**config.mk**
```make
export PLATFORM = sky130hd
export DESIGN_NAME = fizzle_top
export DESIGN_NICKNAME = d
export VERILOG_FILES = /design/src/design/ctrl_pkg.sv /design/src/design/fb_pkg.sv /design/src/design/fizzle_top.sv /design/src/design/pixel_path.sv /design/src/design/display_timing.sv /design/src/design/fizzle_engine.sv /design/src/design/apb_regs.sv
export SDC_FILE = /design/constraint.sdc
export NUM_CORES = 1
export LEC_CHECK = 0
export BUFFER_PORTS_ARGS = -buffer_cell sky130_fd_sc_hd__buf_4
export CAP_MARGIN = 15
export CORE_MARGIN = 1.5
export CORE_UTILIZATION = 53
export CTS_CLUSTER_DIAMETER = 40
export CTS_CLUSTER_SIZE = 8
export DETAILED_ROUTE_END_ITERATION = 10
export PLACE_DENSITY_LB_ADDON = 0.12
export REMOVE_ABC_BUFFERS = 1
export SLEW_MARGIN = 20
export SYNTH_ARGS = -nofsm -noshare
export SYNTH_HDL_FRONTEND = slang
export SYNTH_SLANG_ARGS = --single-unit
```
**constraint.sdc**
```tcl
create_clock -name clk_sys -period 4.6 [get_ports clk_sys]
set_input_delay 0.92 -clock clk_sys [delete_from_list [all_inputs] [get_ports clk_sys]]
set_output_delay 0.92 -clock clk_sys [all_outputs]
set_load 0.005 [all_outputs]
```
**src/design/ctrl_pkg.sv**
```systemverilog
/* control package
   APB register map, LFSR constants and control enums */

package ctrl_pkg;

    localparam int APB_ADDRW = 8;
    localparam int APB_DATAW = 32;

    // register offsets
    localparam logic [APB_ADDRW-1:0] REG_CTRL      = 8'h00;  // wo, bit 0 starts the fade
    localparam logic [APB_ADDRW-1:0] REG_FADE_COLR = 8'h04;
    localparam logic [APB_ADDRW-1:0] REG_FADE_RATE = 8'h08;  // cycles per lfsr step
    localparam logic [APB_ADDRW-1:0] REG_STATUS    = 8'h0C;  // ro, {done, busy}
    localparam logic [APB_ADDRW-1:0] REG_WR_COUNT  = 8'h10;  // ro
    localparam logic [APB_ADDRW-1:0] REG_FB_ADDR   = 8'h14;
    localparam logic [APB_ADDRW-1:0] REG_FB_DATA   = 8'h18;  // wo, auto increment
    localparam logic [APB_ADDRW-1:0] REG_PAL_BASE  = 8'h40;  // 16 words, wo

    // x^8 + x^6 + x^5 + x^4 + 1, galois form
    localparam logic [7:0] LFSR_TAPS = 8'hB8;
    localparam logic [7:0] LFSR_SEED = 8'h01;

    localparam int RATE_W = 16;

    typedef enum logic [3:0] {
        SEL_CTRL, SEL_FADE_COLR, SEL_FADE_RATE, SEL_STATUS, SEL_WR_COUNT,
        SEL_FB_ADDR, SEL_FB_DATA, SEL_PAL, SEL_NONE
    } reg_sel_e;

    typedef enum logic [1:0] {
        FZ_IDLE, FZ_WAIT, FZ_STEP, FZ_DONE
    } fade_state_e;

endpackage

```
**src/design/fb_pkg.sv**
```systemverilog
/* framebuffer package
   raster geometry, framebuffer size, colour widths and pixel-path latency */

package fb_pkg;

    // colour
    localparam int CIDXW = 4;            // colour index bits
    localparam int CHANW = 4;            // bits per channel
    localparam int COLRW = 3 * CHANW;    // r, g, b packed

    // framebuffer
    localparam int FB_WIDTH  = 16;
    localparam int FB_HEIGHT = 12;
    localparam int FB_SCALE  = 2;        // each fb pixel covers 2x2 raster pixels
    localparam int FB_ADDRW  = 8;
    localparam logic [FB_ADDRW-1:0] FB_PIXELS = FB_ADDRW'(FB_WIDTH * FB_HEIGHT);  // 192

    // raster, all coordinates fit in CORDW bits
    localparam int CORDW = 6;
    localparam logic [CORDW-1:0] H_ACTIVE     = CORDW'(FB_WIDTH * FB_SCALE);   // 32
    localparam logic [CORDW-1:0] V_ACTIVE     = CORDW'(FB_HEIGHT * FB_SCALE);  // 24
    localparam logic [CORDW-1:0] H_TOTAL      = 6'd40;
    localparam logic [CORDW-1:0] V_TOTAL      = 6'd28;
    localparam logic [CORDW-1:0] H_SYNC_START = 6'd34;
    localparam logic [CORDW-1:0] H_SYNC_END   = 6'd37;
    localparam logic [CORDW-1:0] V_SYNC_START = 6'd25;
    localparam logic [CORDW-1:0] V_SYNC_END   = 6'd26;

    // address reg, fb + palette read, paint reg
    localparam int PIX_LAT = 3;

    typedef logic [CIDXW-1:0]    cidx_t;
    typedef logic [COLRW-1:0]    colr_t;
    typedef logic [FB_ADDRW-1:0] fb_addr_t;

endpackage
```
**src/design/fizzle_top.sv**
```systemverilog
/* fizzle display top
   APB register block, fade engine, display timing and pixel path */

`timescale 1ns/1ps

module fizzle_top import fb_pkg::*, ctrl_pkg::*; (
    input  logic                 clk_sys,   // also the pixel clock
    input  logic                 arst_n,
    input  logic                 psel,
    input  logic                 penable,
    input  logic                 pwrite,
    input  logic [APB_ADDRW-1:0] paddr,
    input  logic [APB_DATAW-1:0] pwdata,
    output logic [APB_DATAW-1:0] prdata,
    output logic                 pready,
    output logic                 pslverr,
    output logic                 hsync,
    output logic                 vsync,
    output logic                 de,
    output logic [CHANW-1:0]     vga_r,
    output logic [CHANW-1:0]     vga_g,
    output logic [CHANW-1:0]     vga_b,
    output logic                 frame
);

    logic                fade_start;
    cidx_t               fade_colr;
    logic [RATE_W-1:0]   fade_rate;
    logic                fade_busy;
    logic                fade_done;
    logic [FB_ADDRW-1:0] wr_count;
    logic                host_we;
    fb_addr_t            host_addr;
    cidx_t               host_cidx;
    logic                pal_we;
    cidx_t               pal_idx;
    colr_t               pal_colr;
    logic                fade_we;
    fb_addr_t            fade_addr;
    cidx_t               fade_cidx;
    logic [CORDW-1:0]    sx;
    logic [CORDW-1:0]    sy;
    logic                hsync_raw;
    logic                vsync_raw;
    logic                de_raw;

    apb_regs regs_i (
        .clk_sys, .arst_n, .psel, .penable, .pwrite, .paddr, .pwdata,
        .prdata, .pready, .pslverr, .fade_busy, .fade_done, .wr_count,
        .fade_start, .fade_colr, .fade_rate, .host_we, .host_addr, .host_cidx,
        .pal_we, .pal_idx, .pal_colr
    );

    fizzle_engine engine_i (
        .clk_sys, .arst_n, .fade_start, .fade_colr, .fade_rate,
        .fade_busy, .fade_done, .wr_count, .fade_we, .fade_addr, .fade_cidx
    );

    display_timing timing_i (
        .clk_sys, .arst_n, .sx, .sy, .hsync_raw, .vsync_raw, .de_raw,
        .frame_start(frame)
    );

    pixel_path pixel_i (
        .clk_sys, .arst_n, .sx, .sy, .hsync_raw, .vsync_raw, .de_raw,
        .fade_we, .fade_addr, .fade_cidx, .host_we, .host_addr, .host_cidx,
        .pal_we, .pal_idx, .pal_colr, .hsync, .vsync, .de, .vga_r, .vga_g, .vga_b
    );

endmodule

```
**src/design/pixel_path.sv**
```systemverilog
/* pixel path
   framebuffer, scaled read, palette lookup and registered display outputs */

`timescale 1ns/1ps

module pixel_path import fb_pkg::*; (
    input  logic             clk_sys,
    input  logic             arst_n,
    input  logic [CORDW-1:0] sx,
    input  logic [CORDW-1:0] sy,
    input  logic             hsync_raw,
    input  logic             vsync_raw,
    input  logic             de_raw,
    input  logic             fade_we,
    input  fb_addr_t         fade_addr,
    input  cidx_t            fade_cidx,
    input  logic             host_we,
    input  fb_addr_t         host_addr,
    input  cidx_t            host_cidx,
    input  logic             pal_we,
    input  cidx_t            pal_idx,
    input  colr_t            pal_colr,
    output logic             hsync,
    output logic             vsync,
    output logic             de,
    output logic [CHANW-1:0] vga_r,
    output logic [CHANW-1:0] vga_g,
    output logic [CHANW-1:0] vga_b
);

    cidx_t    fb_mem [0:FB_PIXELS-1];
    colr_t    pal [0:(2**CIDXW)-1];

    logic     wr_en;
    fb_addr_t wr_addr;
    cidx_t    wr_cidx;
    fb_addr_t rd_addr_c;
    fb_addr_t rd_addr_q;   // stage 1
    cidx_t    fb_cidx_q;   // stage 2
    colr_t    paint_q;     // stage 3

    logic [PIX_LAT-1:0] hs_pipe;
    logic [PIX_LAT-1:0] vs_pipe;
    logic [PIX_LAT-1:0] de_pipe;

    // fade wins, host writes are refused while it runs
    assign wr_en   = fade_we || host_we;
    assign wr_addr = fade_we ? fade_addr : host_addr;
    assign wr_cidx = fade_we ? fade_cidx : host_cidx;

    always_ff @(posedge clk_sys) begin
        if (wr_en && wr_addr < FB_PIXELS)  // host pointer can run past the end
            fb_mem[wr_addr] <= wr_cidx;
    end

    // (sy/2)*16 + sx/2, parked at 0 in blanking
    always_comb begin
        if (de_raw)
            rd_addr_c = FB_ADDRW'((sy / FB_SCALE) * FB_WIDTH + sx / FB_SCALE);
        else
            rd_addr_c = '0;
    end

    always_ff @(posedge clk_sys) begin
        rd_addr_q <= rd_addr_c;
        fb_cidx_q <= fb_mem[rd_addr_q];
    end

    // palette register file, cleared to black
    always_ff @(posedge clk_sys or negedge arst_n) begin
        if (!arst_n) begin
            for (int i = 0; i < 2**CIDXW; i++) begin
                pal[i] <= '0;
            end
        end else if (pal_we) begin
            pal[pal_idx] <= pal_colr;
        end
    end

    // sync and de ride alongside the three data stages
    always_ff @(posedge clk_sys or negedge arst_n) begin
        if (!arst_n) begin
            hs_pipe <= '0;
            vs_pipe <= '0;
            de_pipe <= '0;
            paint_q <= '0;
        end else begin
            hs_pipe <= {hs_pipe[PIX_LAT-2:0], hsync_raw};
            vs_pipe <= {vs_pipe[PIX_LAT-2:0], vsync_raw};
            de_pipe <= {de_pipe[PIX_LAT-2:0], de_raw};
            // black outside the active area
            paint_q <= de_pipe[PIX_LAT-2] ? pal[fb_cidx_q] : '0;
        end
    end

    assign hsync = hs_pipe[PIX_LAT-1];
    assign vsync = vs_pipe[PIX_LAT-1];
    assign de    = de_pipe[PIX_LAT-1];

    assign vga_r = paint_q[3*CHANW-1:2*CHANW];
    assign vga_g = paint_q[2*CHANW-1:CHANW];
    assign vga_b = paint_q[CHANW-1:0];

endmodule

```
**src/design/display_timing.sv**
```systemverilog
/* display timing generator
   scans a 40x28 raster with a 32x24 active area, gives sync and data enable */

`timescale 1ns/1ps

module display_timing import fb_pkg::*; (
    input  logic             clk_sys,
    input  logic             arst_n,
    output logic [CORDW-1:0] sx,
    output logic [CORDW-1:0] sy,
    output logic             hsync_raw,
    output logic             vsync_raw,
    output logic             de_raw,
    output logic             frame_start
);

    logic line_end;

    assign line_end = (sx == H_TOTAL - 1'b1);

    // raster counters, active area first then blanking
    always_ff @(posedge clk_sys or negedge arst_n) begin
        if (!arst_n) begin
            sx <= '0;
            sy <= '0;
        end else begin
            if (line_end) begin
                sx <= '0;
                sy <= (sy == V_TOTAL - 1'b1) ? '0 : sy + 1'b1;
            end else begin
                sx <= sx + 1'b1;
            end
        end
    end

    // sync active high from start up to but not including end
    assign hsync_raw = (sx >= H_SYNC_START) && (sx < H_SYNC_END);
    assign vsync_raw = (sy >= V_SYNC_START) && (sy < V_SYNC_END);
    assign de_raw    = (sx < H_ACTIVE) && (sy < V_ACTIVE);

    assign frame_start = (sx == '0) && (sy == '0);

endmodule

```
**src/design/fizzle_engine.sv**
```systemverilog
/* fizzle fade engine
   steps an 8-bit lfsr and paints each framebuffer pixel once with the fade colour */

`timescale 1ns/1ps

module fizzle_engine import fb_pkg::*, ctrl_pkg::*; (
    input  logic                clk_sys,
    input  logic                arst_n,
    input  logic                fade_start,
    input  cidx_t               fade_colr,
    input  logic [RATE_W-1:0]   fade_rate,
    output logic                fade_busy,
    output logic                fade_done,
    output logic [FB_ADDRW-1:0] wr_count,
    output logic                fade_we,
    output fb_addr_t            fade_addr,
    output cidx_t               fade_cidx
);

    fade_state_e       state;
    logic [7:0]        lfsr;
    logic [7:0]        lfsr_next;
    fb_addr_t          lfsr_addr;   // lfsr value mapped to fb address
    logic              in_range;
    logic [RATE_W-1:0] rate_cnt;
    logic [RATE_W-1:0] rate_m1;     // wait cycles between steps

    // rate 0 behaves as rate 1
    assign rate_m1 = (fade_rate == '0) ? '0 : fade_rate - 1'b1;

    // galois shift right, taps folded in when the lsb falls out
    assign lfsr_next = lfsr[0] ? ((lfsr >> 1) ^ LFSR_TAPS) : (lfsr >> 1);
    assign lfsr_addr = lfsr - 1'b1;          // lfsr never holds 0
    assign in_range  = lfsr_addr < FB_PIXELS;

    assign fade_busy = (state == FZ_WAIT) || (state == FZ_STEP);
    assign fade_done = (state == FZ_DONE);

    always_ff @(posedge clk_sys or negedge arst_n) begin
        if (!arst_n) begin
            state    <= FZ_IDLE;
            lfsr     <= '0;
            rate_cnt <= '0;
            wr_count <= '0;
            fade_we  <= 1'b0;
        end else begin
            fade_we <= 1'b0;
            case (state)
                FZ_IDLE, FZ_DONE: begin
                    if (fade_start) begin
                        lfsr     <= LFSR_SEED;
                        rate_cnt <= '0;
                        wr_count <= '0;  // count since this start
                        state    <= (rate_m1 == '0) ? FZ_STEP : FZ_WAIT;
                    end
                end
                FZ_WAIT: begin
                    rate_cnt <= rate_cnt + 1'b1;
                    if (rate_cnt >= rate_m1 - 1'b1) state <= FZ_STEP;
                end
                FZ_STEP: begin
                    fade_we  <= in_range;  // skip addresses past the fb
                    if (in_range) wr_count <= wr_count + 1'b1;
                    lfsr     <= lfsr_next;
                    rate_cnt <= '0;
                    // back at the seed after 255 steps
                    if (lfsr_next == LFSR_SEED)
                        state <= FZ_DONE;
                    else if (rate_m1 != '0)
                        state <= FZ_WAIT;
                end
                default: state <= FZ_IDLE;
            endcase
        end
    end

    // write payload, valid with fade_we
    always_ff @(posedge clk_sys) begin
        if (state == FZ_STEP) begin
            fade_addr <= lfsr_addr;
            fade_cidx <= fade_colr;
        end
    end

endmodule

```
**src/design/apb_regs.sv**
```systemverilog
/* apb register block
   decodes APB3 accesses, holds fade settings and issues fb and palette writes */

`timescale 1ns/1ps

module apb_regs import fb_pkg::*, ctrl_pkg::*; (
    input  logic                 clk_sys,
    input  logic                 arst_n,
    input  logic                 psel,
    input  logic                 penable,
    input  logic                 pwrite,
    input  logic [APB_ADDRW-1:0] paddr,
    input  logic [APB_DATAW-1:0] pwdata,
    output logic [APB_DATAW-1:0] prdata,
    output logic                 pready,
    output logic                 pslverr,
    input  logic                 fade_busy,
    input  logic                 fade_done,
    input  logic [FB_ADDRW-1:0]  wr_count,
    output logic                 fade_start,
    output cidx_t                fade_colr,
    output logic [RATE_W-1:0]    fade_rate,
    output logic                 host_we,
    output fb_addr_t             host_addr,
    output cidx_t                host_cidx,
    output logic                 pal_we,
    output cidx_t                pal_idx,
    output colr_t                pal_colr
);

    reg_sel_e sel;
    logic     access;   // apb access phase
    logic     err;
    logic     wr_ok;    // accepted write, takes effect this edge
    fb_addr_t fb_addr;  // host write pointer

    always_comb begin
        case (paddr)
            REG_CTRL:      sel = SEL_CTRL;
            REG_FADE_COLR: sel = SEL_FADE_COLR;
            REG_FADE_RATE: sel = SEL_FADE_RATE;
            REG_STATUS:    sel = SEL_STATUS;
            REG_WR_COUNT:  sel = SEL_WR_COUNT;
            REG_FB_ADDR:   sel = SEL_FB_ADDR;
            REG_FB_DATA:   sel = SEL_FB_DATA;
            default: begin
                // palette window 0x40..0x7c, word aligned only
                if (paddr[APB_ADDRW-1 -: 2] == REG_PAL_BASE[APB_ADDRW-1 -: 2]
                        && paddr[1:0] == 2'b00)
                    sel = SEL_PAL;
                else
                    sel = SEL_NONE;
            end
        endcase
    end

    assign access = psel && penable;
    assign err = (sel == SEL_NONE)
        || (pwrite && (sel == SEL_STATUS || sel == SEL_WR_COUNT))
        || (!pwrite && (sel == SEL_CTRL || sel == SEL_FB_DATA || sel == SEL_PAL))
        || (pwrite && sel == SEL_FB_DATA && fade_busy);  // fb owned by the fade
    assign wr_ok = access && pwrite && !err;

    assign pready  = access;  // zero wait states
    assign pslverr = access && err;

    always_comb begin
        case (sel)
            SEL_FADE_COLR: prdata = APB_DATAW'(fade_colr);
            SEL_FADE_RATE: prdata = APB_DATAW'(fade_rate);
            SEL_STATUS:    prdata = APB_DATAW'({fade_done, fade_busy});
            SEL_WR_COUNT:  prdata = APB_DATAW'(wr_count);
            SEL_FB_ADDR:   prdata = APB_DATAW'(fb_addr);
            default:       prdata = '0;
        endcase
    end

    // control registers and write strobes
    always_ff @(posedge clk_sys or negedge arst_n) begin
        if (!arst_n) begin
            fade_colr  <= '0;
            fade_rate  <= '0;
            fb_addr    <= '0;
            fade_start <= 1'b0;
            host_we    <= 1'b0;
            pal_we     <= 1'b0;
        end else begin
            fade_start <= wr_ok && sel == SEL_CTRL && pwdata[0] && !fade_busy;
            host_we    <= wr_ok && sel == SEL_FB_DATA;
            pal_we     <= wr_ok && sel == SEL_PAL;
            if (wr_ok && sel == SEL_FADE_COLR) fade_colr <= pwdata[CIDXW-1:0];
            if (wr_ok && sel == SEL_FADE_RATE) fade_rate <= pwdata[RATE_W-1:0];
            if (wr_ok && sel == SEL_FB_ADDR)
                fb_addr <= pwdata[FB_ADDRW-1:0];
            else if (wr_ok && sel == SEL_FB_DATA)
                fb_addr <= fb_addr + 1'b1;  // next pixel
        end
    end

    // write payload, qualified by the strobes above
    always_ff @(posedge clk_sys) begin
        if (wr_ok && sel == SEL_FB_DATA) begin
            host_addr <= fb_addr;
            host_cidx <= pwdata[CIDXW-1:0];
        end
        if (wr_ok && sel == SEL_PAL) begin
            pal_idx  <= paddr[CIDXW+1:2];  // word index in the window
            pal_colr <= pwdata[COLRW-1:0];
        end
    end

endmodule

```
# Yosys cells after proc, flatten, opt, wreduce, memory -nomap -nowiden
# Memories as Yosys holds them, arrays and structs flattened. A register that Yosys moved wholly into a read port is not among the register bits.
# Cells that the tools add are included.
# totals
regBits,339
ram_bits,768
output_inout_bits,50
wordCells,173
n_memories,1
# mem_list
name,words,word_bits,rd,rd_clocked_by_memory_dff,write_ports,line_no,text
pixel_i.fb_mem,192,4,1,1,1,pixel_path.sv:31,cidx_t fb_mem [0:FB_PIXELS-1];
# classes
n_addsub,9
magnitude_cmp,12
n_eq_ne,25
n_mux,34
bitwise,3
reduce_logical,49
# op_table
operator,n
bitwise mux 192 bit,1
case mux 16 bit (5 select lines),1
2-to-1 mux 8 bit,7
binary-select mux 12 bit (select 4 bit),1
demux 12 bit (select 4 bit),1
2-to-1 mux 12 bit,4
case mux 16 bit (3 select lines),1
logical NOT 16 bit,2
2-to-1 mux 16 bit,2
case mux 8 bit (2 select lines),2
subtractor 16 x 1 -> 16 bit (second input constant),2
case mux 4 bit (7 select lines),1
== test 8 x 5 -> 1 bit (second input constant),3
logical AND 1 bit,23
adder 16 x 1 -> 16 bit (second input constant),1
adder 8 x 1 -> 8 bit (second input constant),2
== test 4 x 3 -> 1 bit (second input constant),4
== test 8 x 4 -> 1 bit (second input constant),2
greater-or-equal comparator 16 bit,1
< comparator 8 bit (second input constant),2
nonzero test 16 bit,1
adder 6 x 1 -> 6 bit (second input constant),2
logical NOT 6 bit,2
< comparator 6 x 5 -> 1 bit (second input constant),2
35 further kinds,62

# Longest topological paths before layout
# Gate-level depths: netlist (run 1).
# depth
word_depth,15
mapped_depth,21
mapped_depth_nobuf,19

# Hierarchy
# From an unflattened synthesis (run 1), not the netlist that was laid out.
# hier_totals
hier_cells,2923
area_unflattened_um2,47545.6
# modules_own_cells
mod,n_inst,cells_per_inst,area_per_inst_um2,seq_area_each_um2
pixel_path,1,2234,40451.3,28632.5
fizzle_engine,1,403,3608.5,1236.2
apb_regs,1,215,2776.4,1616.6
display_timing,1,71,709.4,300.3

# Worst setup path after synthesis (run 1)
# Ideal clock, no wire load.
# synth_timing
path_kind,register to register
start,register regs_i.fade_rate[0]
end,register engine_i.state[0]
arrival_time_ns,3.938
required_ns,4.513
path_slack_ns,0.575
stages_incl_launch_ff,21
n_path_buf,2
cell_sequence,dfrtp_1 -> buf_2 -> inv_1 -> ha_1 -> or4b_1 -> nor3_4 -> nand3_2 -> nand2_1 -> ha_1 -> buf_2 -> nand4b_2 -> o32ai_4 -> nand3_1 -> xnor2_1 -> ha_1 -> nor2b_1 -> o21ai_0 -> a31oi_1 -> a211o_1 -> and2_1 -> o211ai_1
# synth_via
elab_chain_len,6
# synth_rtl
item,line_no,text
"start, declared",apb_regs.sv:22,"output logic [RATE_W-1:0] fade_rate,"
"start signal, assigned",apb_regs.sv:92,if (wr_ok && sel == SEL_FADE_RATE) fade_rate <= pwdata[RATE_W-1:0];
subtractor 16 x 1 -> 16 bit / logical NOT 16 bit (equally long branches),fizzle_engine.sv:29,assign rate_m1 = (fade_rate == '0) ? '0 : fade_rate - 1'b1;
2-to-1 mux 16 bit *,fizzle_engine.sv:29,
subtractor 16 x 1 -> 16 bit / logical NOT 16 bit (equally long branches),"fizzle_engine.sv:59, fizzle_engine.sv:54",
greater-or-equal comparator 16 bit / 2-to-1 mux 2 bit (equally long branches),"fizzle_engine.sv:59, fizzle_engine.sv:54",
inequality test 2 bit (no line) / 2-to-1 mux 2 bit (equally long branches),--,
AND reduction 3 bit (no line) / case mux 2 bit (3 select lines) (equally long branches),--,
"end signal, assigned",fizzle_engine.sv:54,state <= (rate_m1 == '0) ? FZ_STEP : FZ_WAIT;
"end, declared",fizzle_engine.sv:20,fade_state_e state;
# Mark *: on every way between the ends. The rest lies on a longest branch, timed or not. The select of a mux whose other input is x is not followed.
# A chain may end at the register's enable or synchronous reset.

# Worst setup path in the final report (run 1)
# layout_timing
start,register regs_i.fade_rate[1]
end,register engine_i.state[1]
# The elaborated chain is that of the path after synthesis.

==> impl_summary.txt, run 1 <==
----------------------------------------------------
[Worst setup path]
  Peak per-stage delay on the critical path ... just under 0.5 ns
  Critical-path cell list ... inv_1, ha_1, or4b_1, nor3_4, nand3_2, nand2_1, ha_4, nand4b_2, o32ai_4, nand3_1, xnor2_1, ha_1, nor2b_1, o21ai_0, a31oi_1, a211o_1, o211a_1, nor3_1
  CP Launch Type ... flip-flop
  Largest driver fanout on the critical path ... 9
  Most frequent cell on the critical path ... sky130_fd_sc_hd__ha_1
  Launch point of the worst reg-to-reg path ... regs_i.fade_rate[1]
  Worst path required time ... 5.26 ns
  Cell count of the worst reg-to-reg path ... 18
  CP Capture Type ... flip-flop
  Worst r2r dst ... engine_i.state[1]
  Crit Path Class ... reg -> reg
  Master of the slowest instance on the critical path ... sky130_fd_sc_hd__or4b_1
  Worst reg2reg setup slack ... 0.42 ns
  Arrival @ worst endpoint ... between 4 and 5 ns

[STA]
  Highest attainable clock frequency ... 239 MHz
  Final Max Slew Viols ... 0
  Slew Limit Headroom ... approximately 26%
  Unrepaired setup endpoints after global routing ... no
  Period minus WS final ... 4.18 ns
  # setup viols final ... 0
  Worst Clk Skew ... roughly 0.033 ns
  Share of the clock period used by the worst path after layout ... 90.9%
  Tightest Pin Transition ... 1.11 ns
  Final hold slack ... 0.237 ns
  Final hold violation count ... 0

[Route]
  Total detailed-routing wirelength ... 107000 um
  Average detailed-routed wire length per instance ... between 20 and 30 um
  First-pass iteration count of the detailed router ... 9
  Vias ... 25500
  Number of nets still failing antenna checks after routing ... 0
  Via density per instance ... 6.15
  Number of design-rule violations left by the first detailed-router iteration ... between 2000 and 2500
  DRC violation count after routing ... 0

[Power]
  Peak supply drop ... 0.000450 V
  Switching Power ... 6.01 mW
  Fraction of power consumed by sequential logic ... 46.7%
  PwrDens ... 466 nW/um2
  Combinational cell fraction of total power ... 7.4%
  Clock group share of total power ... 45.9%
  Static leakage ... 19.5 nW
  Internal Dissipation ... 19.1 mW
  Sw Ratio ... 23.9%

[Die]
  Overall die width ... 300 um
  Die height ... 300 um
  Number of top-level pins ... 95
  Die area ... 90200 um2
  Starting Density ... between 50% and 60%
  Core region area ... 87200 um2
  FP Rows ... 108

[Yosys]
  Leading post-synthesis cells by cell area ... sky130_fd_sc_hd__edfxtp_1 (52%), sky130_fd_sc_hd__dfrtp_1 (16%), sky130_fd_sc_hd__mux4_2 (13%)
  Flops & latches, synth ... 1111
  Post-synth top flop ... sky130_fd_sc_hd__edfxtp_1
  Leading area contributor after synthesis ... sky130_fd_sc_hd__edfxtp_1
  Post-synthesis sequential area ratio ... between 60 and 70%
  Cell count after synthesis ... 2743
  Most common cell in the netlist ... sky130_fd_sc_hd__edfxtp_1
  Number of flops mapped to enable cells by yosys ... 808
  Number of distinct library cells after synthesis ... 80
  Share of flip-flops with an asynchronous set or reset ... 26.2%
  Cell area after synthesis ... approximately 47000 um2
  Synthesized area per cell ... between 15 and 20 um2
  Area share of the largest cell type after synthesis ... 51.8%
  Number of warning messages in the yosys log ... 0
  Commonest cells post-synth ... sky130_fd_sc_hd__edfxtp_1 (808), sky130_fd_sc_hd__dfrtp_1 (291), sky130_fd_sc_hd__mux4_2 (268), sky130_fd_sc_hd__nor2_1 (265), sky130_fd_sc_hd__mux2_2 (218)

[Finish]
  Area growth, synth to finish ... 15.0%
  Layout Utilization ... 61.9%
  Number of nets in the final layout ... approximately 3000
  Fraction of layout cells with a size suffix above 1 ... roughly 29%
  Final-layout fill cell count ... 6184
  Area of all placed cells without fillers ... 53900 um2

[Global routing]
  Wire length of the first global-routing pass ... 164000 um
  Overall track demand over capacity in global routing ... 24.3%
  Initial antenna violation count ... 0
  Via count of the first global-routing pass ... 26700
  Maximum number of pins on one net before global-route repair ... approximately 170
  Total gr overflow ... 0

[CTS]
  Cell at the root of the clock tree ... sky130_fd_sc_hd__clkbuf_16
  TritonCTS Sinks ... 1111
  Clock buffers created by TritonCTS ... 170
  Clock transition at path regs ... 0.05 ns
  TritonCTS clock tree ... built
  Max clock buf depth ... 3
  CTS H-tree lvls ... 4
  Source-to-sink clock delay at the later pin of the worst-skew pair ... 0.76 ns

[Worst hold path]
  Tightest Hold Check Type ... in -> async

[Flow run]
  Max-Cap Viols ... 0

[Placed design]
  Cell area after placement ... 48800 um2
  Port-buffer cells ... 62
  Half-perimeter wire length after placement ... 66400 um
  Gpl congestion ... 0.813

[Status]
  Result of the run ... finished clean

----------------------------------------------------
==> power groups by stage <==
| stage | Combinational [mW] | Sequential [mW] | Clock (mW) |
|---|---|---|---|
| floorplan | 0.992 | 11.9 | 0 |
| global placement | 1.78 | 11.9 | 0 |
| detailed placement | 1.86 | 11.9 | 0 |
| CTS | 1.87 | 11.7 | 11.7 |
| global route | 2.04 | 11.8 | 12.2 |
| finish | 1.86 | 11.7 | 11.5 |
==> layout by cell type, fill, tap and decap left out, drive strengths merged, types with 5 or more instances in the layout <==
| cell type | Yosys | final |
|---|---|---|
| a31oi | 9 | 9 |
| conb | 1 | 16 |
| nor3 | 18 | 18 |
| nand4 | 11 | 11 |
| o31ai | 7 | 7 |
| a221oi | 18 | 18 |
| o221ai | 8 | 8 |
| mux2 | 219 | 219 |
| and4 | 5 | 5 |
| ha | 35 | 35 |
| inv | 35 | 43 |
| o32ai | 12 | 12 |
| mux4 | 268 | 268 |
| a22oi | 59 | 59 |
| nand3b | 6 | 6 |
| or4 | 6 | 6 |
| nand2 | 101 | 101 |
| o211ai | 9 | 9 |
| clkbuf | 117 | 224 |
| clkinv | 0 | 30 |
| xor2 | 27 | 27 |
| and3 | 16 | 16 |
| a21oi | 16 | 16 |
| nor2 | 265 | 265 |
| or3 | 9 | 9 |
| a22o | 33 | 33 |
| xnor2 | 18 | 18 |
| nand2b | 17 | 17 |
| bufinv | 0 | 6 |
| nor2b | 22 | 22 |
| and2 | 29 | 29 |
| dfxtp | 12 | 12 |
| o22ai | 5 | 5 |
| buf | 64 | 134 |
| o21ai | 51 | 51 |
| mux2i | 17 | 17 |
| nor4 | 10 | 10 |
| edfxtp | 808 | 808 |
| dfrtp | 291 | 291 |
| nand3 | 44 | 44 |
==> worst max-delay path by stage <==
stage	startpoint	cells past startpoint	to
finish	regs_i.fade_rate[1]	18	engine_i.state[1]
global route	regs_i.fade_rate[1]	18	engine_i.state[1]
CTS	regs_i.fade_rate[1]	18	engine_i.state[1]
detailed placement	regs_i.fade_rate[1]	18	engine_i.state[1]
global placement	regs_i.fade_rate[1]	18	engine_i.state[1]
floorplan	pixel_i.rd_addr_q[0]	5	pixel_i.fb_cidx_q[0]
==> per-stage QoR <==
step           setup TNS [ns]  cells  worst slack (ns)  total power, mW
6_report                    0   4137             0.417             25.1
5_1_grt                     0   4136            0.0560             26.0
4_1_cts                     0   4134             0.228             25.3
3_5_place_dp                0   3864             0.223             13.8
3_3_place_gp                0   3864             0.255             13.7
2_1_floorplan          -19.73   2577             -4.94             12.9
==> state kept, by name, summed over array words and instances (netlist names), 6 cells and up <==
name and cells:
engine_i.fade_addr 8, engine_i.lfsr 8, engine_i.rate_cnt 16, engine_i.wr_count 8, pixel_i.fb_mem 768, pixel_i.paint_q 12, pixel_i.pal 192, pixel_i.rd_addr_q 8
regs_i.fade_rate 16, regs_i.fb_addr 8, regs_i.host_addr 8, regs_i.pal_colr 12, timing_i.sx 6, timing_i.sy 6
==> logic make-up after synthesis <==
| kind of cell | Yosys count | share of synthesized area, % |
|---|---|---|
| DFF | 1111 | 67.8 |
| and+or+nand+nor | 572 | 5.73 |
| muxes | 504 | 18.5 |
| AOI/OAI and AO/OA | 259 | 4.14 |
| buffers and inverters | 216 | 1.99 |
| xor gates and xnor gates | 45 | 0.841 |
| adders and majority gates | 35 | 0.935 |
| other | 1 | 0.00800 |
==> repair_timing <==
| item | 4_1_cts | 5_1_grt |
|---|---|---|
| hold buffers | 0 | 0 |
| hold endpoints to repair | 0 | 0 |
| endpoints found under the setup margin | 0 | 2 |
| setup buffers | 0 | 0 |
| gates resized for setup | 0 | 3 |
==> worst max-delay path, delay by kind of cell (launching register included) <==
family	cells	cell delay [ns]
buffers and inverters	1	0.12
AOI/OAI and AO/OA	5	1.09
DFF	1	0.48
and+or+nand+nor	8	1.58
xor gates and xnor gates	1	0.20
adders and majority gates	3	0.62
==> routing by layer <==
metal | wire length, um | GRT usage [%] | vias up
met5 | 0 | 0 | -
met4 | 2350 | 7.77 | 0
met3 | 6900 | 5.15 | 179
met2 | 52400 | 38.9 | 862
met1 | 45200 | 33.8 | 13400
li1 | - | - | 11000
==> final cells by class <==
class	count	area (um2)	share of cell area [%]
Sequential cell	1111	31800	59.0
Inverter	35	131	0.244
Multi-Input combinational cell	1431	14300	26.5
Clock inverter	46	592	1.10
Antenna cell	1	2.50	0.00464
Tap cell	1155	1450	2.68
Clock buffer	224	4500	8.34
Timing Repair Buffer	134	1140	2.12
No activity file was read; power rests on OpenSTA's default activity.
==> inputs of run 2 (changes only) <==
- clock period: 4.6 -> 3.9 ns (I/O delays scaled with it)
==> run 2 against run 1 <==
  * Power rose by 19%
  * Maximum frequency up 8.4%
  * Combinational power increased by 28%
  * Sequential cell count did not move
  * Design area is 1.2% higher
  * Non-clock buffer count grew 56
  * Final cell count rose by 1.4%
  * Critical endpoint is now engine_i.state[0]
  * Largest power group unchanged
  * Highest routed layer unchanged
==> impl_summary.txt, run 2 (synthesis results as in run 1) <==
----------------------------------------------------
[Route]
  Vias ... between 20000 and 30000
  Via density per instance ... 6.16
  DRC violation count after routing ... 0
  Number of nets still failing antenna checks after routing ... 0
  Average detailed-routed wire length per instance ... 25.7 um
  First-pass iteration count of the detailed router ... 6
  Total detailed-routing wirelength ... between 100000 and 150000 um
  Number of design-rule violations left by the first detailed-router iteration ... 2250

[Power]
  PwrDens ... approximately 550 nW/um2
  Peak supply drop ... between 0.0005 and 0.0006 V
  Static leakage ... 19.8 nW

[Die]
  Starting Density ... 53.8%
  Number of top-level pins ... 95
  Die area ... about 90000 um2
  FP Rows ... 108
  Overall die width ... 300 um
  Die height ... 300 um
  Core region area ... 87200 um2

[Worst setup path]
  Worst r2r dst ... engine_i.state[0]
  CP Launch Type ... flip-flop
  Worst setup path startpoint ... regs_i.fade_rate[0]
  Crit Path Class ... reg -> reg
  Launch point of the worst reg-to-reg path ... regs_i.fade_rate[0]
  Arrival @ worst endpoint ... 4.53 ns
  Worst reg2reg setup slack ... 0.04 ns
  Largest driver fanout on the critical path ... 5
  Cell count of the worst reg-to-reg path ... 18
  CP Capture Type ... flip-flop
  Last element of the critical path ... engine_i.state[0]
  Worst path required time ... 4.57 ns

[STA]
  Final hold slack ... 0.0423 ns
  Share of the clock period used by the worst path after layout ... just under 100%
  Tightest Pin Transition ... 1.09 ns
  Final sum of negative setup slack ... 0 ns
  Worst Clk Skew ... around 0.038 ns
  Slew Limit Headroom ... a little over a quarter
  # setup viols final ... 0
  Final Max Slew Viols ... 0
  Highest attainable clock frequency ... 259 MHz
  Final hold violation count ... 0
  Unrepaired setup endpoints after global routing ... yes
  Period minus WS final ... 3.86 ns

[CTS]
  Source-to-sink clock delay at the later pin of the worst-skew pair ... 0.77 ns
  TritonCTS Sinks ... 1111
  Clock buffers created by TritonCTS ... 171
  Post-CTS Hold Fix Bufs ... 0
  Max clock buf depth ... 3
  CTS H-tree lvls ... 4
  TritonCTS clock tree ... built
  Clock transition at path regs ... 0.05 ns
  Cell at the root of the clock tree ... sky130_fd_sc_hd__clkbuf_16

[Placed design]
  Cell area after placement ... just under 50000 um2
  Gpl congestion ... 0.829
  Port-buffer cells ... 62
  Half-perimeter wire length after placement ... between 60000 and 70000 um
  Number of cells after detailed placement ... 3915

[Worst hold path]
  Tightest Hold Check Type ... in -> async

[Finish]
  Number of nets in the final layout ... 3020
  Area occupied by multi-input gates ... 14400 um2
  Area of all placed cells without fillers ... 54500 um2
  Storage cell area ... around 32000 um2
  Top reg by flops ... pixel_i.fb_mem
  Largest regs ... pixel_i.fb_mem x768, pixel_i.pal x192
  Non-filler cells, final ... 4194
  Area growth, synth to finish ... 16.4%
  Most common cell after layout, fill and taps aside ... sky130_fd_sc_hd__edfxtp_1
  Fraction of layout cells with a size suffix above 1 ... between 30 and 40%
  Final-layout fill cell count ... 6154
  Flip-flop count of the largest register after layout ... 768
  Count of antenna diodes in the layout ... 0
  Most frequent cells in the layout ... sky130_fd_sc_hd__edfxtp_1 (808), sky130_fd_sc_hd__dfrtp_1 (291), sky130_fd_sc_hd__mux4_2 (268)

[Global routing]
  Overall track demand over capacity in global routing ... 24.6%
  Total gr overflow ... 0
  Maximum number of pins on one net before global-route repair ... 126
  Via count of the first global-routing pass ... 26900
  Wire length of the first global-routing pass ... between 150000 and 200000 um
  Initial antenna violation count ... 0

[Flow run]
  Max-Cap Viols ... 0

[Status]
  Result of the run ... finished clean

----------------------------------------------------
==> run 2: cell count changes in the layout (fill, tap and decap cells not counted), sizes merged <==
| cell | previous run | this run |
|---|---|---|
| buf | 134 | 190 |
| clkbuf | 224 | 228 |
| clkinv | 30 | 28 |
| diode | 1 | 0 |
==> run 2: how the worst min path moves through the flow <==
stage | endpoint | from | slack [ns] | depth (start not counted)
2_1_floorplan | pixel_i.de_pipe[1] | pixel_i.de_pipe[0] | 0.33 | 0
4_1_cts | pixel_i.pal[131] | arst_n | 0.03 | 1
3_5_place_dp | pixel_i.de_pipe[1] | pixel_i.de_pipe[0] | 0.33 | 0
5_1_grt | pixel_i.pal[179] | arst_n | 0.08 | 1
6_report | pixel_i.pal[131] | arst_n | 0.04 | 1
3_3_place_gp | pixel_i.hs_pipe[1] | pixel_i.hs_pipe[0] | 0.33 | 0
==> run 2: final cells by class <==
cell class	instances	area share (%)
sequential	1111	58.3
inverter	35	0.241
clock inverter	44	1.05
clock buffer	228	8.43
tap	1155	2.65
multi-input combinational	1431	26.4
timing repair buffer	190	2.91
==> run 2: timing repair <==
item	in CTS	in global routing
gates resized for setup	7	23
endpoints found under the setup margin	2	2
hold endpoints to repair	0	0
buffers inserted	2	5
pin swaps	4	17
==> run 2: metrics by stage <==
stage          util (%)  setup WS (ns)  power [mW]
6_report           62.6         0.0417        30.0
4_1_cts            62.4         0.0143        30.2
3_3_place_gp       56.4        -0.0159        16.3
5_1_grt            62.6         -0.145        31.0
3_5_place_dp       56.4        -0.0662        16.4
2_1_floorplan         -          -5.64        15.2
==> run 2: worst max-delay path, cell delays in order (launching register included) <==
cell	delay, ns
sky130_fd_sc_hd__dfrtp_1	0.36
sky130_fd_sc_hd__inv_2	0.05
sky130_fd_sc_hd__buf_4	0.13
sky130_fd_sc_hd__ha_2	0.18
sky130_fd_sc_hd__nor3b_2	0.15
sky130_fd_sc_hd__or4_1	0.39
sky130_fd_sc_hd__a2111o_1	0.38
sky130_fd_sc_hd__a31oi_2	0.19
sky130_fd_sc_hd__a31o_2	0.23
sky130_fd_sc_hd__nand3_2	0.09
sky130_fd_sc_hd__xnor2_2	0.16
sky130_fd_sc_hd__ha_1	0.33
sky130_fd_sc_hd__a21oi_2	0.14
sky130_fd_sc_hd__nor2b_1	0.06
sky130_fd_sc_hd__o21ai_1	0.13
sky130_fd_sc_hd__a31oi_1	0.11
sky130_fd_sc_hd__a211o_1	0.37
sky130_fd_sc_hd__and2_1	0.17
sky130_fd_sc_hd__o211ai_1	0.16
==> run 2: routing by layer <==
metal	wire [um]	part of all wire, %	GRT usage, %	vias up
met3	7420	6.9	5.06	195
li1	-	-	-	11200
met2	52200	48	38.8	939
met5	0	0	0	-
met4	2670	2.5	8.21	0
met1	45600	42	34.5	13500
==> run 2: power breakdown <==
part | internal [mW] | switching, mW
clock network | 8.59 | 5.21
logic | 0.584 | 1.79
registers | 13.6 | 0.197
total | 22.8 | 7.21
